### src/include/cv_ctrl_cfg.svh
// Controller port configuration macros
// Player count, joystick bit positions, PS/2 scan codes, console key codes

`ifndef CV_CTRL_CFG_SVH
`define CV_CTRL_CFG_SVH

`define CV_NUM_PLAYERS 2

// Host joystick word with digits 0 to 9 from CV_JOY_DIGIT0 upwards
`define CV_JOY_RIGHT   0
`define CV_JOY_LEFT    1
`define CV_JOY_DOWN    2
`define CV_JOY_UP      3
`define CV_JOY_FIRE1   4
`define CV_JOY_FIRE2   5
`define CV_JOY_STAR    6
`define CV_JOY_NUMBER  7
`define CV_JOY_DIGIT0  8
`define CV_JOY_PURPLE  18
`define CV_JOY_BLUE    19

// PS/2 set 2 scan codes of the top row digits
`define CV_SC_DIGIT0   8'h45
`define CV_SC_DIGIT1   8'h16
`define CV_SC_DIGIT2   8'h1E
`define CV_SC_DIGIT3   8'h26
`define CV_SC_DIGIT4   8'h25
`define CV_SC_DIGIT5   8'h2E
`define CV_SC_DIGIT6   8'h36
`define CV_SC_DIGIT7   8'h3D
`define CV_SC_DIGIT8   8'h3E
`define CV_SC_DIGIT9   8'h46

// Numeric keypad
`define CV_SC_PAD0     8'h70
`define CV_SC_PAD1     8'h69
`define CV_SC_PAD2     8'h72
`define CV_SC_PAD3     8'h7A
`define CV_SC_PAD4     8'h6B
`define CV_SC_PAD5     8'h73
`define CV_SC_PAD6     8'h74
`define CV_SC_PAD7     8'h6C
`define CV_SC_PAD8     8'h75
`define CV_SC_PAD9     8'h7D
`define CV_SC_PAD_STAR  8'h7C
`define CV_SC_PAD_MINUS 8'h7B
`define CV_SC_LSHIFT   8'h12
`define CV_SC_RSHIFT   8'h59

// Console keypad codes with bit 3 on P1 and bit 0 on P4
`define CV_KEY_0       4'b0011
`define CV_KEY_1       4'b1110
`define CV_KEY_2       4'b1101
`define CV_KEY_3       4'b0110
`define CV_KEY_4       4'b0001
`define CV_KEY_5       4'b1001
`define CV_KEY_6       4'b0111
`define CV_KEY_7       4'b1100
`define CV_KEY_8       4'b1000
`define CV_KEY_9       4'b1011
`define CV_KEY_STAR    4'b1010
`define CV_KEY_NUMBER  4'b0101
`define CV_KEY_PURPLE  4'b0100
`define CV_KEY_BLUE    4'b0010
`define CV_KEY_NONE    4'b1111

`endif
### src/source/cv_ctrl_pkg.sv
// Shared types of the controller port block
// Key events, button sets, port selects and port pins

`default_nettype none

`include "cv_ctrl_cfg.svh"

package cv_ctrl_pkg;

	localparam int NUM_PLAYERS = `CV_NUM_PLAYERS;

	////////////////////////////////////////
	// Keyboard side
	////////////////////////////////////////

	// Strobe toggles once for every key event
	typedef struct packed {
		logic       strobe;
		logic       pressed;
		logic       extended;
		logic [7:0] code;
	} key_event_t;

	////////////////////////////////////////
	// Console side
	////////////////////////////////////////

	// Active high with digit[n] as the key for digit n
	typedef struct packed {
		logic [9:0] digit;
		logic       star;
		logic       number;
		logic       purple;
		logic       blue;
		logic       up;
		logic       down;
		logic       left;
		logic       right;
		logic       fire1;
		logic       fire2;
	} cv_buttons_t;

	// 4-bit keypad code as read on P1..P4
	typedef logic [3:0] key_code_t;

	// Select lines driven by the console, active low
	typedef struct packed {
		logic keypad_sel_n;
		logic joy_sel_n;
	} port_sel_t;

	// Pins read by the console, active low
	// data_n[3] is P1, data_n[0] is P4
	typedef struct packed {
		logic [3:0] data_n;
		logic       fire_n;
	} port_pins_t;

endpackage

`default_nettype wire

### src/source/cv_ctrl_top.sv
// Controller port emulation top level
// Keyboard decoder, joystick mapper, keypad encoder and pin driver

`timescale 1ns/10ps
`default_nettype none

module cv_ctrl_top (
	input  wire                     clk_sys,
	input  wire                     reset,
	input  cv_ctrl_pkg::key_event_t key_event_i,
	input  wire [31:0]              joy0_i,
	input  wire [31:0]              joy1_i,
	input  wire                     swap_i,
	input  cv_ctrl_pkg::port_sel_t  port_sel_i  [cv_ctrl_pkg::NUM_PLAYERS],
	output cv_ctrl_pkg::port_pins_t port_pins_o [cv_ctrl_pkg::NUM_PLAYERS]
);

	import cv_ctrl_pkg::*;

	cv_buttons_t kbd_buttons;
	cv_buttons_t player_buttons [NUM_PLAYERS];
	key_code_t   key_code       [NUM_PLAYERS];

	////////////////////////////////////////
	// Input side
	////////////////////////////////////////

	kbd_keypad_decoder i_kbd_keypad_decoder (
		.clk_sys       (clk_sys),
		.reset         (reset),
		.key_event_i   (key_event_i),
		.kbd_buttons_o (kbd_buttons)
	);

	joy_keypad_mapper i_joy_keypad_mapper (
		.clk_sys          (clk_sys),
		.reset            (reset),
		.joy0_i           (joy0_i),
		.joy1_i           (joy1_i),
		.swap_i           (swap_i),
		.kbd_buttons_i    (kbd_buttons),
		.player_buttons_o (player_buttons)
	);

	////////////////////////////////////////
	// Encoding and pins
	////////////////////////////////////////

	keypad_encoder i_keypad_encoder (
		.player_buttons_i (player_buttons),
		.key_code_o       (key_code)
	);

	ctrl_port_driver i_ctrl_port_driver (
		.port_sel_i       (port_sel_i),
		.key_code_i       (key_code),
		.player_buttons_i (player_buttons),
		.port_pins_o      (port_pins_o)
	);

endmodule

`default_nettype wire

### src/source/ctrl_port_driver.sv
// Controller port pin driver
// Select-driven keypad and joystick halves, AND-combined per port

`timescale 1ns/10ps
`default_nettype none

module ctrl_port_driver (
	input  cv_ctrl_pkg::port_sel_t   port_sel_i       [cv_ctrl_pkg::NUM_PLAYERS],
	input  cv_ctrl_pkg::key_code_t   key_code_i       [cv_ctrl_pkg::NUM_PLAYERS],
	input  cv_ctrl_pkg::cv_buttons_t player_buttons_i [cv_ctrl_pkg::NUM_PLAYERS],
	output cv_ctrl_pkg::port_pins_t  port_pins_o      [cv_ctrl_pkg::NUM_PLAYERS]
);

	import cv_ctrl_pkg::*;

	port_pins_t keypad_half [NUM_PLAYERS];
	port_pins_t joy_half    [NUM_PLAYERS];

	always_comb begin
		for (int p = 0; p < NUM_PLAYERS; p++) begin
			// P5 low selects keypad and right button
			if (!port_sel_i[p].keypad_sel_n) begin
				keypad_half[p].data_n = key_code_i[p];
				keypad_half[p].fire_n = ~player_buttons_i[p].fire2;
			end else begin
				keypad_half[p] = '1;
			end

			// P8 low selects stick and left button
			if (!port_sel_i[p].joy_sel_n) begin
				joy_half[p].data_n = ~{
					player_buttons_i[p].up,
					player_buttons_i[p].down,
					player_buttons_i[p].left,
					player_buttons_i[p].right
				};
				joy_half[p].fire_n = ~player_buttons_i[p].fire1;
			end else begin
				joy_half[p] = '1;
			end

			// Open-collector style merge of both halves
			port_pins_o[p] = keypad_half[p] & joy_half[p];
		end
	end

endmodule

`default_nettype wire

### src/source/keypad_encoder.sv
// Keypad priority encoder
// Fourteen keypad buttons per player to one console key code

`timescale 1ns/10ps
`default_nettype none

`include "cv_ctrl_cfg.svh"

module keypad_encoder (
	input  cv_ctrl_pkg::cv_buttons_t player_buttons_i [`CV_NUM_PLAYERS],
	output cv_ctrl_pkg::key_code_t   key_code_o       [`CV_NUM_PLAYERS]
);

	import cv_ctrl_pkg::*;

	// Index 0 has the highest priority
	localparam key_code_t KEY_TABLE [14] = '{
		`CV_KEY_0,
		`CV_KEY_1,
		`CV_KEY_2,
		`CV_KEY_3,
		`CV_KEY_4,
		`CV_KEY_5,
		`CV_KEY_6,
		`CV_KEY_7,
		`CV_KEY_8,
		`CV_KEY_9,
		`CV_KEY_STAR,
		`CV_KEY_NUMBER,
		`CV_KEY_PURPLE,
		`CV_KEY_BLUE
	};

	logic [13:0] keypad [`CV_NUM_PLAYERS];

	always_comb begin
		for (int p = 0; p < `CV_NUM_PLAYERS; p++) begin
			keypad[p] = {
				player_buttons_i[p].blue,
				player_buttons_i[p].purple,
				player_buttons_i[p].number,
				player_buttons_i[p].star,
				player_buttons_i[p].digit
			};
		end
	end

	////////////////////////////////////////
	// Priority search
	////////////////////////////////////////

	always_comb begin
		for (int p = 0; p < `CV_NUM_PLAYERS; p++) begin
			key_code_o[p] = `CV_KEY_NONE;
			// Walk down so the lowest pressed index is written last
			for (int k = 13; k >= 0; k--) begin
				if (keypad[p][k]) begin
					key_code_o[p] = KEY_TABLE[k];
				end
			end
		end
	end

endmodule

`default_nettype wire

### src/source/joy_keypad_mapper.sv
// Joystick to keypad mapping
// Swap, bit mapping, keyboard merge, one register stage

`timescale 1ns/10ps
`default_nettype none

`include "cv_ctrl_cfg.svh"

module joy_keypad_mapper (
	input  wire                      clk_sys,
	input  wire                      reset,
	input  wire [31:0]               joy0_i,
	input  wire [31:0]               joy1_i,
	input  wire                      swap_i,
	input  cv_ctrl_pkg::cv_buttons_t kbd_buttons_i,
	output cv_ctrl_pkg::cv_buttons_t player_buttons_o [`CV_NUM_PLAYERS]
);

	import cv_ctrl_pkg::*;

	logic [31:0] joy_word [`CV_NUM_PLAYERS];

	// Host joystick word to console button set
	function automatic cv_buttons_t map_joy(input logic [31:0] joy);
		cv_buttons_t b;
		b        = '0;
		b.digit  = joy[`CV_JOY_DIGIT0 +: 10];
		b.star   = joy[`CV_JOY_STAR];
		b.number = joy[`CV_JOY_NUMBER];
		b.purple = joy[`CV_JOY_PURPLE];
		b.blue   = joy[`CV_JOY_BLUE];
		b.up     = joy[`CV_JOY_UP];
		b.down   = joy[`CV_JOY_DOWN];
		b.left   = joy[`CV_JOY_LEFT];
		b.right  = joy[`CV_JOY_RIGHT];
		b.fire1  = joy[`CV_JOY_FIRE1];
		b.fire2  = joy[`CV_JOY_FIRE2];
		return b;
	endfunction

	// Swap exchanges the host sticks between the ports
	assign joy_word[0] = swap_i ? joy1_i : joy0_i;
	assign joy_word[1] = swap_i ? joy0_i : joy1_i;

	always_ff @(posedge clk_sys or posedge reset) begin
		if (reset) begin
			for (int p = 0; p < `CV_NUM_PLAYERS; p++) begin
				player_buttons_o[p] <= '0;
			end
		end else begin
			for (int p = 0; p < `CV_NUM_PLAYERS; p++) begin
				player_buttons_o[p] <= map_joy(joy_word[p]) | kbd_buttons_i;
			end
		end
	end

endmodule

`default_nettype wire

### src/source/kbd_keypad_decoder.sv
// PS/2 keypad emulation
// Latches digit, star, minus and shift keys from the key event stream

`timescale 1ns/10ps
`default_nettype none

`include "cv_ctrl_cfg.svh"

module kbd_keypad_decoder (
	input  wire                      clk_sys,
	input  wire                      reset,
	input  cv_ctrl_pkg::key_event_t  key_event_i,
	output cv_ctrl_pkg::cv_buttons_t kbd_buttons_o
);

	import cv_ctrl_pkg::*;

	logic       strobe_q;
	logic       event_stb;
	logic [9:0] digit_q;
	logic       star_q;
	logic       minus_q;
	logic       shift_q;

	// New event whenever the strobe changes level
	assign event_stb = key_event_i.strobe ^ strobe_q;

	always_ff @(posedge clk_sys or posedge reset) begin
		if (reset) begin
			strobe_q <= 1'b0;
			digit_q  <= '0;
			star_q   <= 1'b0;
			minus_q  <= 1'b0;
			shift_q  <= 1'b0;
		end else begin
			strobe_q <= key_event_i.strobe;
			if (event_stb) begin
				// Extended flag does not take part in the lookup
				case (key_event_i.code)
					`CV_SC_DIGIT0, `CV_SC_PAD0: digit_q[0] <= key_event_i.pressed;
					`CV_SC_DIGIT1, `CV_SC_PAD1: digit_q[1] <= key_event_i.pressed;
					`CV_SC_DIGIT2, `CV_SC_PAD2: digit_q[2] <= key_event_i.pressed;
					`CV_SC_DIGIT3, `CV_SC_PAD3: digit_q[3] <= key_event_i.pressed;
					`CV_SC_DIGIT4, `CV_SC_PAD4: digit_q[4] <= key_event_i.pressed;
					`CV_SC_DIGIT5, `CV_SC_PAD5: digit_q[5] <= key_event_i.pressed;
					`CV_SC_DIGIT6, `CV_SC_PAD6: digit_q[6] <= key_event_i.pressed;
					`CV_SC_DIGIT7, `CV_SC_PAD7: digit_q[7] <= key_event_i.pressed;
					`CV_SC_DIGIT8, `CV_SC_PAD8: digit_q[8] <= key_event_i.pressed;
					`CV_SC_DIGIT9, `CV_SC_PAD9: digit_q[9] <= key_event_i.pressed;
					`CV_SC_PAD_STAR:            star_q     <= key_event_i.pressed;
					`CV_SC_PAD_MINUS:           minus_q    <= key_event_i.pressed;
					// Either shift drives the same latch
					`CV_SC_LSHIFT, `CV_SC_RSHIFT: shift_q <= key_event_i.pressed;
					default: ;
				endcase
			end
		end
	end

	////////////////////////////////////////
	// Button set seen by both players
	////////////////////////////////////////

	always_comb begin
		kbd_buttons_o = '0;
		kbd_buttons_o.digit = digit_q;
		// Shift turns 8 into star and 3 into number, so the digit
		// must not win the priority encoding
		kbd_buttons_o.digit[8] = digit_q[8] & ~shift_q;
		kbd_buttons_o.digit[3] = digit_q[3] & ~shift_q;
		kbd_buttons_o.star     = star_q | (shift_q & digit_q[8]);
		kbd_buttons_o.number   = minus_q | (shift_q & digit_q[3]);
	end

endmodule

`default_nettype wire

### config.mk
export PLATFORM = sky130hd
export DESIGN_NAME = cv_ctrl_top
export DESIGN_NICKNAME = d
export VERILOG_FILES = /design/src/source/cv_ctrl_pkg.sv /design/src/source/cv_ctrl_top.sv /design/src/source/ctrl_port_driver.sv /design/src/source/keypad_encoder.sv /design/src/source/joy_keypad_mapper.sv /design/src/source/kbd_keypad_decoder.sv
export VERILOG_INCLUDE_DIRS = /design/src /design/src/include
export SDC_FILE = /design/constraint.sdc
export NUM_CORES = 1
export LEC_CHECK = 0
export BUFFER_PORTS_ARGS = -buffer_cell sky130_fd_sc_hd__buf_2
export CAP_MARGIN = 5
export CORE_ASPECT_RATIO = 1.2
export CORE_MARGIN = 5
export CORE_UTILIZATION = 40
export DETAILED_ROUTE_END_ITERATION = 12
export PLACE_DENSITY = 0.67
export SETUP_SLACK_MARGIN = 0.2
export SLEW_MARGIN = 25
export SYNTH_ARGS = -nofsm -noshare
export SYNTH_HDL_FRONTEND = slang
export SYNTH_SLANG_ARGS = --single-unit
### constraint.sdc
create_clock -name clk_sys -period 3 [get_ports clk_sys]
set_input_delay 0.15 -clock clk_sys [delete_from_list [all_inputs] [get_ports clk_sys]]
set_output_delay 0.15 -clock clk_sys [all_outputs]
set_load 0.01 [all_outputs]
### Yosys cells after proc, flatten, opt, wreduce, memory -nomap -nowiden

Index checks and enable logic that the tools add are counted.

| storage, ports and cells | value |
|---|---|
| register bits after elaboration | 54 |
| bits of input ports | 82 |
| word-level logic and storage cells | 136 |

| cells by class | value |
|---|---|
| equality and inequality tests | 24 |
| mux-type cells | 34 |
| bitwise operators | 18 |
| reductions and logical operators | 24 |

Operator list:

| kind | number |
|---|---|
| $eq A8 B7 Y1 const B | 15 |
| $mux W4 | 28 |
| $eq A8 B6 Y1 const B | 6 |
| $mux W20 | 2 |
| $or A20 B20 Y20 | 2 |
| $reduce_and A2 Y1 | 13 |
| $eq A8 B5 Y1 const B | 3 |
| $reduce_or A2 Y1 | 11 |
| $mux W5 | 4 |
| $and A5 B5 Y5 | 2 |
| $not A4 Y4 | 2 |
| $not A1 Y1 | 5 |
| $and A1 B1 Y1 | 4 |
| $or A1 B1 Y1 | 2 |
| $xor A1 B1 Y1 | 1 |

### Depth between registers and ports, before layout

Gate-level depths: netlist (run 1).

| logic depth | value |
|---|---|
| depth in word-level cells | 16 |
| gate-level depth with buffers | 5 |
| gate-level depth less buffers | 4 |

### Hierarchy

Synthesis (run 1) repeated with hierarchy kept, for this count alone.

| unflattened totals | value |
|---|---|
| cell total of the unflattened synthesis | 309 |
| area, all modules | 3148.0 µm² |

Modules (own cells, without submodules):

| module | instances | cells an instance | area each (µm²) | seq. area each (µm²) |
|---|---|---|---|---|
| joy_keypad_mapper | 1 | 129 | 1676.6 | 1001.0 |
| kbd_keypad_decoder | 1 | 106 | 1033.5 | 350.3 |
| keypad_encoder | 1 | 52 | 327.8 | 0.0 |
| ctrl_port_driver | 1 | 22 | 110.1 | 0.0 |

### Worst setup path before layout (run 1)

No wires, ideal clock.

| timing path | value |
|---|---|
| path kind | reg2reg |
| start | register i_kbd_keypad_decoder.strobe_q |
| end | register i_kbd_keypad_decoder.digit_q[0] |
| arrival time | 1587 ps |
| required time | 2872 ps |
| path slack | 1286 ps |
| stages on the path, launching flop included | 5 |
| buffers on the path | 0 |
| period minus slack after synthesis | 1714 ps |
| cell sequence | dfrtp_1 xnor2_1 or4_1 a21oi_1 mux2_1 |

| on the way | value |
|---|---|
| word-level cells in the longest chain between the ends | 2 |

Ends and longest elaborated chain:

| item | line | source |
|---|---|---|
| from (decl) | kbd_keypad_decoder.sv:18 | `logic strobe_q;` |
| from (signal assigned) | kbd_keypad_decoder.sv:36 | `strobe_q <= key_event_i.strobe;` |
| $xor A1 B1 Y1 | kbd_keypad_decoder.sv:26 | `assign event_stb = key_event_i.strobe ^ strobe_q;` |
| $reduce_and A2 Y1 (no source line) | - |  |
| to (signal assigned) | kbd_keypad_decoder.sv:40 | `` `CV_SC_DIGIT0, `CV_SC_PAD0: digit_q[0] <= key_event_i.pressed; `` |
| to (decl) | kbd_keypad_decoder.sv:20 | `logic [9:0] digit_q;` |

Every way passes these cells.
A chain may end at the register's enable or synchronous reset.

### Final worst setup path (run 1)

| timing path | value |
|---|---|
| start | input key_event_i[10] in the netlist's numbering |
| end | register i_kbd_keypad_decoder.digit_q[0] |

| on the way | value |
|---|---|
| word-level cells in the longest chain between the ends | 2 |

Ends and longest elaborated chain:

| item | line | source |
|---|---|---|
| from (decl) | cv_ctrl_top.sv:10 | `input cv_ctrl_pkg::key_event_t key_event_i,` |
| $xor A1 B1 Y1 | kbd_keypad_decoder.sv:26 |  |
| $reduce_and A2 Y1 (no source line) | - |  |

Every way passes these cells.

==> results of run 1 <==
-- cells by family after synthesis --
family          after synthesis  share of synthesized area (%)
simple gates                 96                           19.0
compound gates               63                           16.5
flops                        54                           46.8
mux                          37                           14.1
buf+inv                      23                           3.08
xor+xnor                      2                          0.607
-- metal layers --
| metal | vias up | wire, µm |
|---|---|---|
| met5 | - | 0 |
| met4 | 0 | 85 |
| met3 | 8 | 401 |
| met2 | 72 | 3360 |
| met1 | 1152 | 2860 |
| li1 | 1143 | - |
-- final cells by class --
cell class	count	share of cell area, %
repair buffers	68	10.4
multi-input cells	198	42.7
inverters	10	1.18
well taps	90	3.32
clock buffers	6	2.14
flip-flops and latches	54	39.9
clock inverters	2	0.406
-- cells in the final DEF (no fill, tap or decap), types with 5 or more instances in the layout --
cell type and count:
nand3b_1 5, a211o_1 16, buf_2 65, clkbuf_8 5
a31oi_1 5, nor3_1 15, dfrtp_1 54, inv_1 9
mux2i_1 8, nand2_1 12, nor2b_1 16, a21oi_1 6
nand2b_1 5, mux2_2 16, mux2_1 13, a22oi_1 5
nor2_1 20
-- synth_stat cells (6+ instances only) --
cell type / count
nor2b_1: 16
a21oi_1: 6
nor2_1: 20
mux2_2: 16
clkbuf_1: 8
mux2i_1: 8
nor3_1: 15
inv_1: 10
a211o_1: 16
nand2_1: 12
dfrtp_1: 54
mux2_1: 13
-- worst max path at each step --
stage,endpoint,slack (ns)
3_3_place_gp,i_kbd_keypad_decoder.digit_q[1]$_DFFE_PP0P_,1.10
5_1_grt,port_pins_o[9],0.93
3_5_place_dp,i_kbd_keypad_decoder.digit_q[1]$_DFFE_PP0P_,1.07
2_1_floorplan,i_kbd_keypad_decoder.digit_q[0]$_DFFE_PP0P_,1.29
4_1_cts,port_pins_o[9],1.03
6_report,i_kbd_keypad_decoder.digit_q[0]$_DFFE_PP0P_,1.03
-- metrics by stage --
stage               power [mW]  util (%)  area, µm²  cells  worst slack [ns]
finish                    1.52      47.4       3390    428              1.03
global route              1.61      47.4       3390    428             0.930
CTS                       1.54      47.4       3390    428              1.03
detailed placement        1.14      45.9       3280    418              1.07
global placement          1.13      45.9       3280    418              1.10
floorplan                 1.02         -       2890    275              1.29
-- critical path, delay by kind of cell --
family | cells | cell delay (ns)
AOI/OAI and AO/OA | 1 | 0.19
xor gates and xnor gates | 1 | 0.24
muxes | 1 | 0.33
and+or+nand+nor | 1 | 0.56
buffers and inverters | 2 | 0.67
-- sequential cells by signal, indices dropped and copies added, names as in the netlist --
register,flops
i_kbd_keypad_decoder.strobe_q,1
i_kbd_keypad_decoder.minus_q,1
i_kbd_keypad_decoder.star_q,1
i_kbd_keypad_decoder.shift_q,1
i_joy_keypad_mapper.player_buttons_o,40
i_kbd_keypad_decoder.digit_q,10
-- power groups by stage --
stage	clock, mW	combinational, mW	sequential [mW]
detailed placement	0	0.283	0.856
global placement	0	0.276	0.852
floorplan	0	0.185	0.839
CTS	0.416	0.287	0.841
global route	0.447	0.318	0.850
finish	0.397	0.284	0.841
-- repair_timing --
item                      CTS  global route
hold buffers                2             0
setup buffers               0             0
hold endpoints to repair   55             0
==> key figures, run 1 <==
Global routing
  – Met2 track demand over resource in global routing: roughly 26%
  – Initial antenna violation count: 0
  – Via count of the first global-routing pass: between 2k and 2.5k
  – GR peak layer: met2
  – First-pass GRT wire length: between 10 and 15 mm
  – Largest net degree at the start of global routing: 57
  – GR met3 Demand/Resource: ~3.6%
  – Overall routing resource usage: between 10% and 20%
  – Met1 demand-to-capacity share in global routing: between 15 and 20%
  – Overflow left after global routing: 0

Floorplan
  – Area of the die: ~9000 µm²
  – Core box area: a little over 7000 µm²
  – I/O pin total: 92
  – Num rows: 34
  – Starting density of the core: about two fifths
  – DIE WIDTH: a little under 90 µm
  – Die Y: roughly 100 µm

Synthesis
  – Fraction of synthesized cell area taken by the top area cell type: between 40% and 50%
  – Syn Nets: between 300 and 400
  – Warnings, synthesis: 0
  – Synth area leader: dfrtp_1
  – Sequential share of the synthesized area: a little under half
  – Unique masters post-synth: 44
  – Netlist Area Pre-Place: around 2900 µm²
  – Number of flip-flops and latches in the synthesized netlist: 54
  – Avg Cell Area, Syn: approximately 11 µm²
  – Post-synthesis instance total: 275
  – Area contributors post-synth: dfrtp_1 47%, mux2_2 6.2%, mux2_1 5.1%
  – Count of flip-flops with a built-in enable after synthesis: 0
  – Main flop type after synthesis: dfrtp_1
  – FFs w/ async S/R, synth: 100%

Timing
  – RSZ-0062 raised after global routing: no
  – Achievable clock frequency: just over 500 MHz
  – TNS Setup: 0 ns
  – Final period util: ~66%
  – Worst Hold Slack: about 0.073 ns
  – Shortest period the worst path allows: about 2.0 ns
  – Number of max-slew violations in the final report: 0
  – Setup Viol. Count Final: 0
  – Clock skew after layout: 0.00856 ns
  – Total count of hold-check failures in the final report: 0
  – Transition time at the pin with the least slew margin: approximately 0.66 ns
  – Max_slew headroom: between 50% and 60%

Critical path
  – Stage delay of the slowest cell on the critical path: around 0.56 ns
  – CP arrival: 2.15 ns
  – Endpoint of the most critical register-to-register path: i_kbd_keypad_decoder.digit_q[0]$_DFFE_PP0P_
  – Crit. End Element: flip-flop
  – CP Launch Point: key_event_i[10]
  – Worst path slowest cell: or4_1
  – Crit-path cells: dlygate4sd3_1 > buf_2 > xnor2_1 > or4_1 > a21oi_1 > mux2_1
  – Critical path fanouts, max: 9
  – Class of the most critical setup path: input pin to flip-flop
  – Critical path launch point type: input pin
  – Worst R2R Path Depth: 4
  – Required time of the worst setup path: 3.19 ns
  – Worst R2R Start: i_kbd_keypad_decoder.strobe_q$_DFF_PP0_
  – Setup slack, reg-to-reg: 1.14 ns

Routing
  – Detailed-route DRC error count: 0
  – Post-DR wirelength/cell: between 15 and 20 µm
  – Via density per instance: approximately 5.5
  – Detailed-route via count: 2375
  – Detailed router's first-iteration violation count: 86
  – Total Wirelength: roughly 6.7 mm
  – Pre-Repair DR Iteration Count: 4
  – Routed Antenna Nets: 0

Final layout
  – Register area: 1350 µm²
  – Final #Nets: approximately 420
  – ANT cells: 0
  – Layout area overhead: 17.4%
  – Multi-input gate area in the final layout: 1450 µm²
  – Share of cells above drive strength 1: 28.1%
  – Number of fill cells: 700

Place
  – Placer's final routability congestion estimate: roughly 0.92
  – Post-DP HPWL: around 5.2 mm
  – Quantity of I/O buffers inserted on ports: 66

Power
  – Net load switching power: between 0.4 and 0.5 mW
  – Worst voltage drop across the vdd grid: 197 µV
  – LEAKAGE: roughly 1.6 nW
  – Power share of the clock group: between 20% and 30%
  – Power share of the combinational group: about a fifth
  – Internal power component: 1.09 mW
  – Power Density: roughly 450 nW/µm²
  – Fraction of power consumed by sequential logic: between 50% and 60%
  – Switching share of power: 28.2%

Clock network
  – Clock Tree Buf Depth: 2
  – TritonCTS clock tree: yes
  – Clock-pin transition on the worst setup and hold timing paths: roughly 0.10 ns
  – Clock Sink Count: 54
  – Number of clock buffers inserted by TritonCTS: 5
  – Master cell of the clock root buffer: clkbuf_8
  – H-tree level count: 2
  – Cts repair resizes: 0
  – Clock latency reported for the late side of the worst-skew pair: approximately 0.30 ns

Hold path
  – Hold Crit Start: joy0_i[10]
  – Hold worst-path end: i_joy_keypad_mapper.player_buttons_o[12]$_DFF_PP0_
  – Hold path cells: 2
  – Classification of the worst-slack hold path: input pin to flip-flop

Flow run
  – Number of max-cap violations: 0

Outcome
  – Outcome: finished, final reports clean
No activity file was read; power rests on OpenSTA's default activity.
==> run 2, diff against run 1 <==
Clock period 3 ns to 1.9 ns, I/O delays scaled along.
==> run 2 against run 1 <==
Compared with the run above:
- final area rose by 6.7%
- register-to-register slack worse by 0.86 ns
- power rose by 67%
- global-route usage is 0.29 points higher
- count of clock-buffer cells in the layout increased by 1
- sequential share of layout area decreased by 2.5 points
- clock skew decreased by 0.0022 ns
- die area unchanged
- sequential power grew 59%
- routed wire length rose by 4.0%
- critical path type is now flip-flop to output port
==> key figures, run 2 (synthesis gave the netlist of run 1 again) <==
Final layout
  – Most common library cell in the layout ignoring fill and taps: buf_2
  – Layout area overhead: 25.3%
  – Share of cells above drive strength 1: 35.4% (+7.3 points)
  – Final design utilization: 50.6% (+3.2 points)
  – Number of fill cells: 650 (-7.1%)
  – Most used cells in the layout excluding fill and tap cells: 66 x buf_2, 54 x dfrtp_1
  – Largest register FFs: 40 (unchanged)
  – Final #Nets: 428 (+2.1%)
  – ANT cells: 0 (unchanged)
  – Register with the most flip-flops: i_joy_keypad_mapper.player_buttons_o
  – Biggest regs: i_joy_keypad_mapper.player_buttons_o x40, i_kbd_keypad_decoder.digit_q x10

Routing
  – Total routed wire length on the met1 layer: 2.78 mm (-2.8%)
  – Total Wirelength: 6.98 mm (+4.0%)
  – Detailed-route DRC error count: 0 (unchanged)
  – Routed Antenna Nets: 0 (unchanged)
  – Via density per instance: 5.46 (-1.6%)
  – Post-DR wirelength/cell: 16.0 µm (+1.9%)
  – Pre-Repair DR Iteration Count: 4 (unchanged)
  – Highest routing layer actually used: met4
  – Met2 wire length: 3.70 mm (+10%)
  – Routed wl met3: 389 µm (-3.0%)
  – Detailed-route via count: 2387 (+0.51%)
  – Detailed router's first-iteration violation count: 121 (+41%)

Timing
  – Achievable clock frequency: 538 MHz
  – Worst Hold Slack: 0.0162 ns (-0.0563 ns)
  – Final period util: 97.8%
  – TNS Setup: 0 ns (unchanged)
  – Max_slew headroom: 60.0% (+3.8 points)
  – Setup Viol. Count Final: 0 (unchanged)
  – RSZ-0062 raised after global routing: yes
  – Transition time at the pin with the least slew margin: 0.601 ns (-0.0563 ns)
  – Number of max-slew violations in the final report: 0 (unchanged)
  – Clock skew after layout: 0.00639 ns (-0.00217 ns)
  – Shortest period the worst path allows: between 1.5 and 2 ns
  – Final critical-path setup slack: 0.0410 ns (-0.993 ns)
  – Total count of hold-check failures in the final report: 0 (unchanged)

Power
  – LEAKAGE: 1.66 nW (+5.3%)
  – Tot Pwr: 2.54 mW (+67%)
  – Worst voltage drop across the vdd grid: 395 µV (+100%)
  – Power Density: 703 nW/µm² (+57%)

Clock network
  – Clock Sink Count: 54 (unchanged)
  – Clock-pin transition on the worst setup and hold timing paths: 0.09 ns (about the same)
  – Master cell of the clock root buffer: clkbuf_8
  – Number of clock buffers inserted by TritonCTS: 5 (unchanged)
  – Clock Tree Buf Depth: 2 (unchanged)
  – TritonCTS clock tree: yes
  – H-tree level count: 2 (unchanged)
  – Clock latency reported for the late side of the worst-skew pair: 0.31 ns (about the same)

Floorplan
  – Die Y: 103 µm (unchanged)
  – Num rows: 34 (unchanged)
  – Starting density of the core: 40.4% (unchanged)
  – DIE WIDTH: 87.6 µm (unchanged)
  – Area of the die: 9030 µm² (unchanged)
  – I/O pin total: 92 (unchanged)
  – Core box area: 7150 µm² (unchanged)

Flow run
  – Number of max-cap violations: 0 (unchanged)

Critical path
  – Capturing instance or port of the critical path: port_pins_o[4]
  – Required time of the worst setup path: 1.80 ns (-1.39 ns)
  – Critical path launch point type: flip-flop
  – Class of the most critical setup path: flip-flop to output port
  – CP Launch Point: i_joy_keypad_mapper.player_buttons_o[7]$_DFF_PP0_
  – Worst path slowest cell: dfrtp_1
  – CP arrival: 1.76 ns (-0.39 ns)
  – Worst R2R Start: i_kbd_keypad_decoder.strobe_q$_DFF_PP0_
  – Crit. End Element: output port
  – Stage delay of the slowest cell on the critical path: 0.41 ns (-0.15 ns)
  – Endpoint of the most critical register-to-register path: i_kbd_keypad_decoder.digit_q[2]$_DFFE_PP0P_
  – Crit-path cells: or3_4 > a31oi_4 > o21ai_2 > a32oi_1 > buf_2
  – Worst R2R Path Depth: 4 (unchanged)
  – Setup slack, reg-to-reg: 0.28 ns (-0.86 ns)
  – Critical path fanouts, max: 2 (-7)

Global routing
  – Largest net degree at the start of global routing: 34 (-40%)
  – Initial antenna violation count: 0 (unchanged)
  – Overall routing resource usage: 15.7% (+0.29 points)
  – Overflow left after global routing: 0 (unchanged)
  – First-pass GRT wire length: 11.2 mm (+1.7%)
  – Via count of the first global-routing pass: 2439 (+2.9%)

Place
  – Placer's final routability congestion estimate: 0.892 (-3.2%)
  – Post-Place Setup Slack: 0.125 ns (-0.941 ns)
  – Quantity of I/O buffers inserted on ports: 66 (unchanged)
  – Post-DP HPWL: 5.33 mm (+2.3%)

Outcome
  – Outcome: finished, final reports clean

Hold path
  – Classification of the worst-slack hold path: input pin to flip-flop
run 2: area by class of cell:
class	instances	area, µm²	area share [%]
clock buffers	7	96.3	2.66
flip-flops and latches	54	1350	37.3
clock inverters	1	8.76	0.242
inverters	10	37.5	1.04
multi-input cells	198	1560	43.2
repair buffers	77	450	12.4
well taps	90	113	3.11
run 2: metal layers:
layer	track usage [%]	vias to the layer above
met1	18.8	1141
met2	28.5	71
li1	-	1165
met3	2.40	10
met4	5.55	0
met5	0	-
run 2: where the power goes:
part	leakage (nW)	internal, mW	switching, mW
Clock	0.0544	0.335	0.367
Sequential	0.658	1.25	0.0940
Combinational	0.944	0.253	0.249
Total	1.66	1.84	0.710
run 2: metrics by stage:
stage                     cells  cell area (µm²)
after floorplan             275             2900
after global placement      424             3360
after detailed placement    424             3360
after CTS                   436             3520
after global routing        437             3620
final                       437             3620
run 2: worst min path at each step:
stage                                from                                                  to  cells past startpoint
after floorplan           key_event_i[10]             i_kbd_keypad_decoder.strobe_q$_DFF_PP0_                      0
after global placement              reset  i_joy_keypad_mapper.player_buttons_o[20]$_DFF_PP0_                      2
after CTS                       joy0_i[8]  i_joy_keypad_mapper.player_buttons_o[10]$_DFF_PP0_                      2
after global routing           joy0_i[10]  i_joy_keypad_mapper.player_buttons_o[12]$_DFF_PP0_                      2
final                           joy0_i[8]  i_joy_keypad_mapper.player_buttons_o[10]$_DFF_PP0_                      2
after detailed placement            reset  i_joy_keypad_mapper.player_buttons_o[20]$_DFF_PP0_                      2
run 2: critical path, delay by kind of cell (launching register included):
| family | cells | cell delay [ns] |
|---|---|---|
| AOI/OAI and AO/OA | 3 | 0.48 |
| buffers and inverters | 1 | 0.16 |
| and+or+nand+nor | 1 | 0.41 |
| DFF | 1 | 0.41 |
run 2: timing repair:
action,CTS,global route
buffers inserted,2,1
cloned,0,0
pin swaps,10,14
hold endpoints to repair,22,0
gates resized for setup,7,18
endpoints found under the setup margin,6,9
hold buffers,2,0
==> run 3, diff against run 2 <==
--- a/config.mk
+++ b/config.mk
@@ -12,4 +12,5 @@
 export CORE_MARGIN = 5
 export CORE_UTILIZATION = 40
+export CTS_CLUSTER_SIZE = 14
 export DETAILED_ROUTE_END_ITERATION = 12
 export PLACE_DENSITY = 0.67
==> constraint.sdc (replaced) <==
create_clock -name clk_sys -period 1.9 [get_ports clk_sys]
set_input_delay 0.095 -clock clk_sys [delete_from_list [all_inputs] [get_ports clk_sys]]
set_output_delay 0.095 -clock clk_sys [all_outputs]
set_load 0.02 [all_outputs]
==> run 3 against run 2 <==
Compared with the run above:
- via count rose by 0.96%
- die area unchanged
- critical path type unchanged
- flip-flop and latch count stayed put
==> key figures, run 3 (synthesis gave the netlist of run 1 again) <==
Final layout
  – ANT cells: 0 (unchanged)
  – Most common library cell in the layout ignoring fill and taps: buf_2
  – Most used cells in the layout excluding fill and tap cells: 61 x buf_2, 54 x dfrtp_1, 17 x nor2_1
  – Register area: 1350 µm² (unchanged)
  – Final #Nets: 427 (-0.23%)
  – Largest register FFs: 40 (unchanged)
  – Biggest regs: i_joy_keypad_mapper.player_buttons_o x40, i_kbd_keypad_decoder.digit_q x10
  – Number of fill cells: 647 (-0.46%)
  – Layout area overhead: 24.8%
  – Share of cells above drive strength 1: 34.4% (-1.1 points)
  – Multi-input gate area in the final layout: 1550 µm² (-0.96%)
  – Register with the most flip-flops: i_joy_keypad_mapper.player_buttons_o
  – Final design utilization: 50.4% (-0.19 points)

Timing
  – Worst Hold Slack: 0.0167 ns (+0.000491 ns)
  – Shortest period the worst path allows: 1.89 ns (+0.0303 ns)
  – Total count of hold-check failures in the final report: 0 (unchanged)
  – Setup Viol. Count Final: 0 (unchanged)
  – Number of max-slew violations in the final report: 0 (unchanged)
  – Achievable clock frequency: 529 MHz (-1.6%)
  – Max_slew headroom: 59.7% (-0.22 points)
  – RSZ-0062 raised after global routing: yes
  – Clock skew after layout: 0.00803 ns (+0.00164 ns)
  – Transition time at the pin with the least slew margin: 0.604 ns (+0.00325 ns)
  – Final period util: 99.4% (+1.6 points)
  – Final critical-path setup slack: 0.0107 ns (-0.0303 ns)

Global routing
  – Overflow left after global routing: 0 (unchanged)
  – Overall routing resource usage: 15.7% (-0.067 points)
  – Initial antenna violation count: 0 (unchanged)
  – First-pass GRT wire length: 11.2 mm (-0.24%)
  – Largest net degree at the start of global routing: 34 (unchanged)
  – Via count of the first global-routing pass: 2431 (-0.33%)

Critical path
  – CP arrival: 1.79 ns (+0.03 ns)
  – Critical path launch point type: flip-flop
  – Critical path fanouts, max: 2 (unchanged)
  – Class of the most critical setup path: flip-flop to output port
  – Worst R2R Start: i_kbd_keypad_decoder.strobe_q$_DFF_PP0_
  – CP Launch Point: i_joy_keypad_mapper.player_buttons_o[6]$_DFF_PP0_
  – Required time of the worst setup path: 1.80 ns (about the same)
  – Crit. End Element: output port
  – Setup slack, reg-to-reg: 0.28 ns (about the same)

Routing
  – Via density per instance: 5.53 (+1.2%)
  – Post-DR wirelength/cell: 15.8 µm (-1.3%)
  – Pre-Repair DR Iteration Count: 4 (unchanged)
  – Detailed router's first-iteration violation count: 122 (+0.83%)
  – Detailed-route via count: 2410 (+0.96%)
  – Total Wirelength: 6.88 mm (-1.5%)
  – Detailed-route DRC error count: 0 (unchanged)
  – Routed Antenna Nets: 0 (unchanged)

Hold path
  – Classification of the worst-slack hold path: input pin to flip-flop
  – Hold Crit Start: joy0_i[8]

Power
  – LEAKAGE: 1.65 nW (-0.42%)
  – Power Density: 709 nW/µm² (+0.80%)
  – Power share of the clock group: 27.3% (-0.2 points)
  – Switching share of power: 28.2% (+0.29 points)
  – Tot Pwr: 2.56 mW (+0.41%)
  – Power share of the combinational group: 20.2% (+0.5 points)
  – Net load switching power: 0.720 mW (+1.5%)
  – Worst voltage drop across the vdd grid: 383 µV (-3.1%)
  – Fraction of power consumed by sequential logic: 52.5% (-0.2 points)
  – Internal power component: 1.84 mW (about the same)

Clock network
  – TritonCTS clock tree: yes
  – H-tree level count: 2 (unchanged)
  – Clock Sink Count: 54 (unchanged)
  – Clock-pin transition on the worst setup and hold timing paths: 0.09 ns (about the same)
  – Clock latency reported for the late side of the worst-skew pair: 0.30 ns (about the same)
  – Clock Tree Buf Depth: 2 (unchanged)
  – Number of clock buffers inserted by TritonCTS: 5 (unchanged)
  – Master cell of the clock root buffer: clkbuf_8

Floorplan
  – DIE WIDTH: 87.6 µm (unchanged)
  – Area of the die: 9030 µm² (unchanged)
  – Num rows: 34 (unchanged)
  – Core box area: 7150 µm² (unchanged)
  – I/O pin total: 92 (unchanged)
  – Die Y: 103 µm (unchanged)
  – Starting density of the core: 40.4% (unchanged)

Place
  – Post-Place Setup Slack: 0.125 ns (unchanged)
  – Placer's final routability congestion estimate: 0.892 (unchanged)
  – Post-DP HPWL: 5.33 mm (unchanged)
  – Quantity of I/O buffers inserted on ports: 66 (unchanged)

Outcome
  – Outcome: finished, final reports clean

Flow run
  – Number of max-cap violations: 0 (unchanged)
-- run 3: cell type report --
class                      instances  area share (%)
clock inverter                     1           0.243
multi-input combinational        198            42.9
sequential                        54            37.5
clock buffer                       7            2.67
timing repair buffer              76            12.5
inverter                          10            1.04
tap                               90            3.12
-- run 3: critical path, cell delays in order, from the launching register on --
cell     delay (ns)
dfrtp_1        0.40
or3_1          0.38
a31oi_1        0.21
o21ai_1        0.12
a32oi_1        0.21
buf_4          0.18
-- run 3: timing repair --
| action | 4_1_cts | 5_1_grt |
|---|---|---|
| gates resized for setup | 14 | 11 |
| hold buffers | 2 | 0 |
| endpoints found under the hold margin | 22 | 0 |
| pin swaps | 12 | 9 |
| setup buffers | 2 | 0 |
| endpoints found under the setup margin | 6 | 10 |
-- run 3: per-layer routing --
metal | global-route usage [%] | routed length, µm
met1 | 18.8 | 2670
met2 | 28.4 | 3630
met3 | 2.40 | 449
met4 | 5.31 | 125
met5 | 0 | 0
-- run 3: stage by stage --
step,area (µm²),std cells,TNS (ns)
after floorplan,2900,275,0
after global placement,3360,424,0
after detailed placement,3360,424,0
after CTS,3550,436,-0.00230
after global routing,3600,436,-0.103
final,3600,436,0
-- run 3: path summary, 6_finish.rpt --
kind | endpoint | depth (start not counted)
max | port_pins_o[4] | 5
min | i_joy_keypad_mapper.player_buttons_o[10]$_DFF_PP0_ | 2
max reg2reg | i_kbd_keypad_decoder.digit_q[5]$_DFFE_PP0P_ | 5
min reg2reg | i_joy_keypad_mapper.player_buttons_o[9]$_DFF_PP0_ | 2
max in group asynchronous | i_joy_keypad_mapper.player_buttons_o[27]$_DFF_PP0_ | 4
min in group asynchronous | i_joy_keypad_mapper.player_buttons_o[0]$_DFF_PP0_ | 3
-- run 3: power groups by stage --
stage                     Combinational, mW  Sequential, mW  Clock [mW]
after floorplan                       0.313            1.33           0
after global placement                0.472            1.35           0
after detailed placement              0.482            1.35           0
after CTS                             0.509            1.34       0.722
after global routing                  0.568            1.36       0.762
final                                 0.517            1.34       0.698
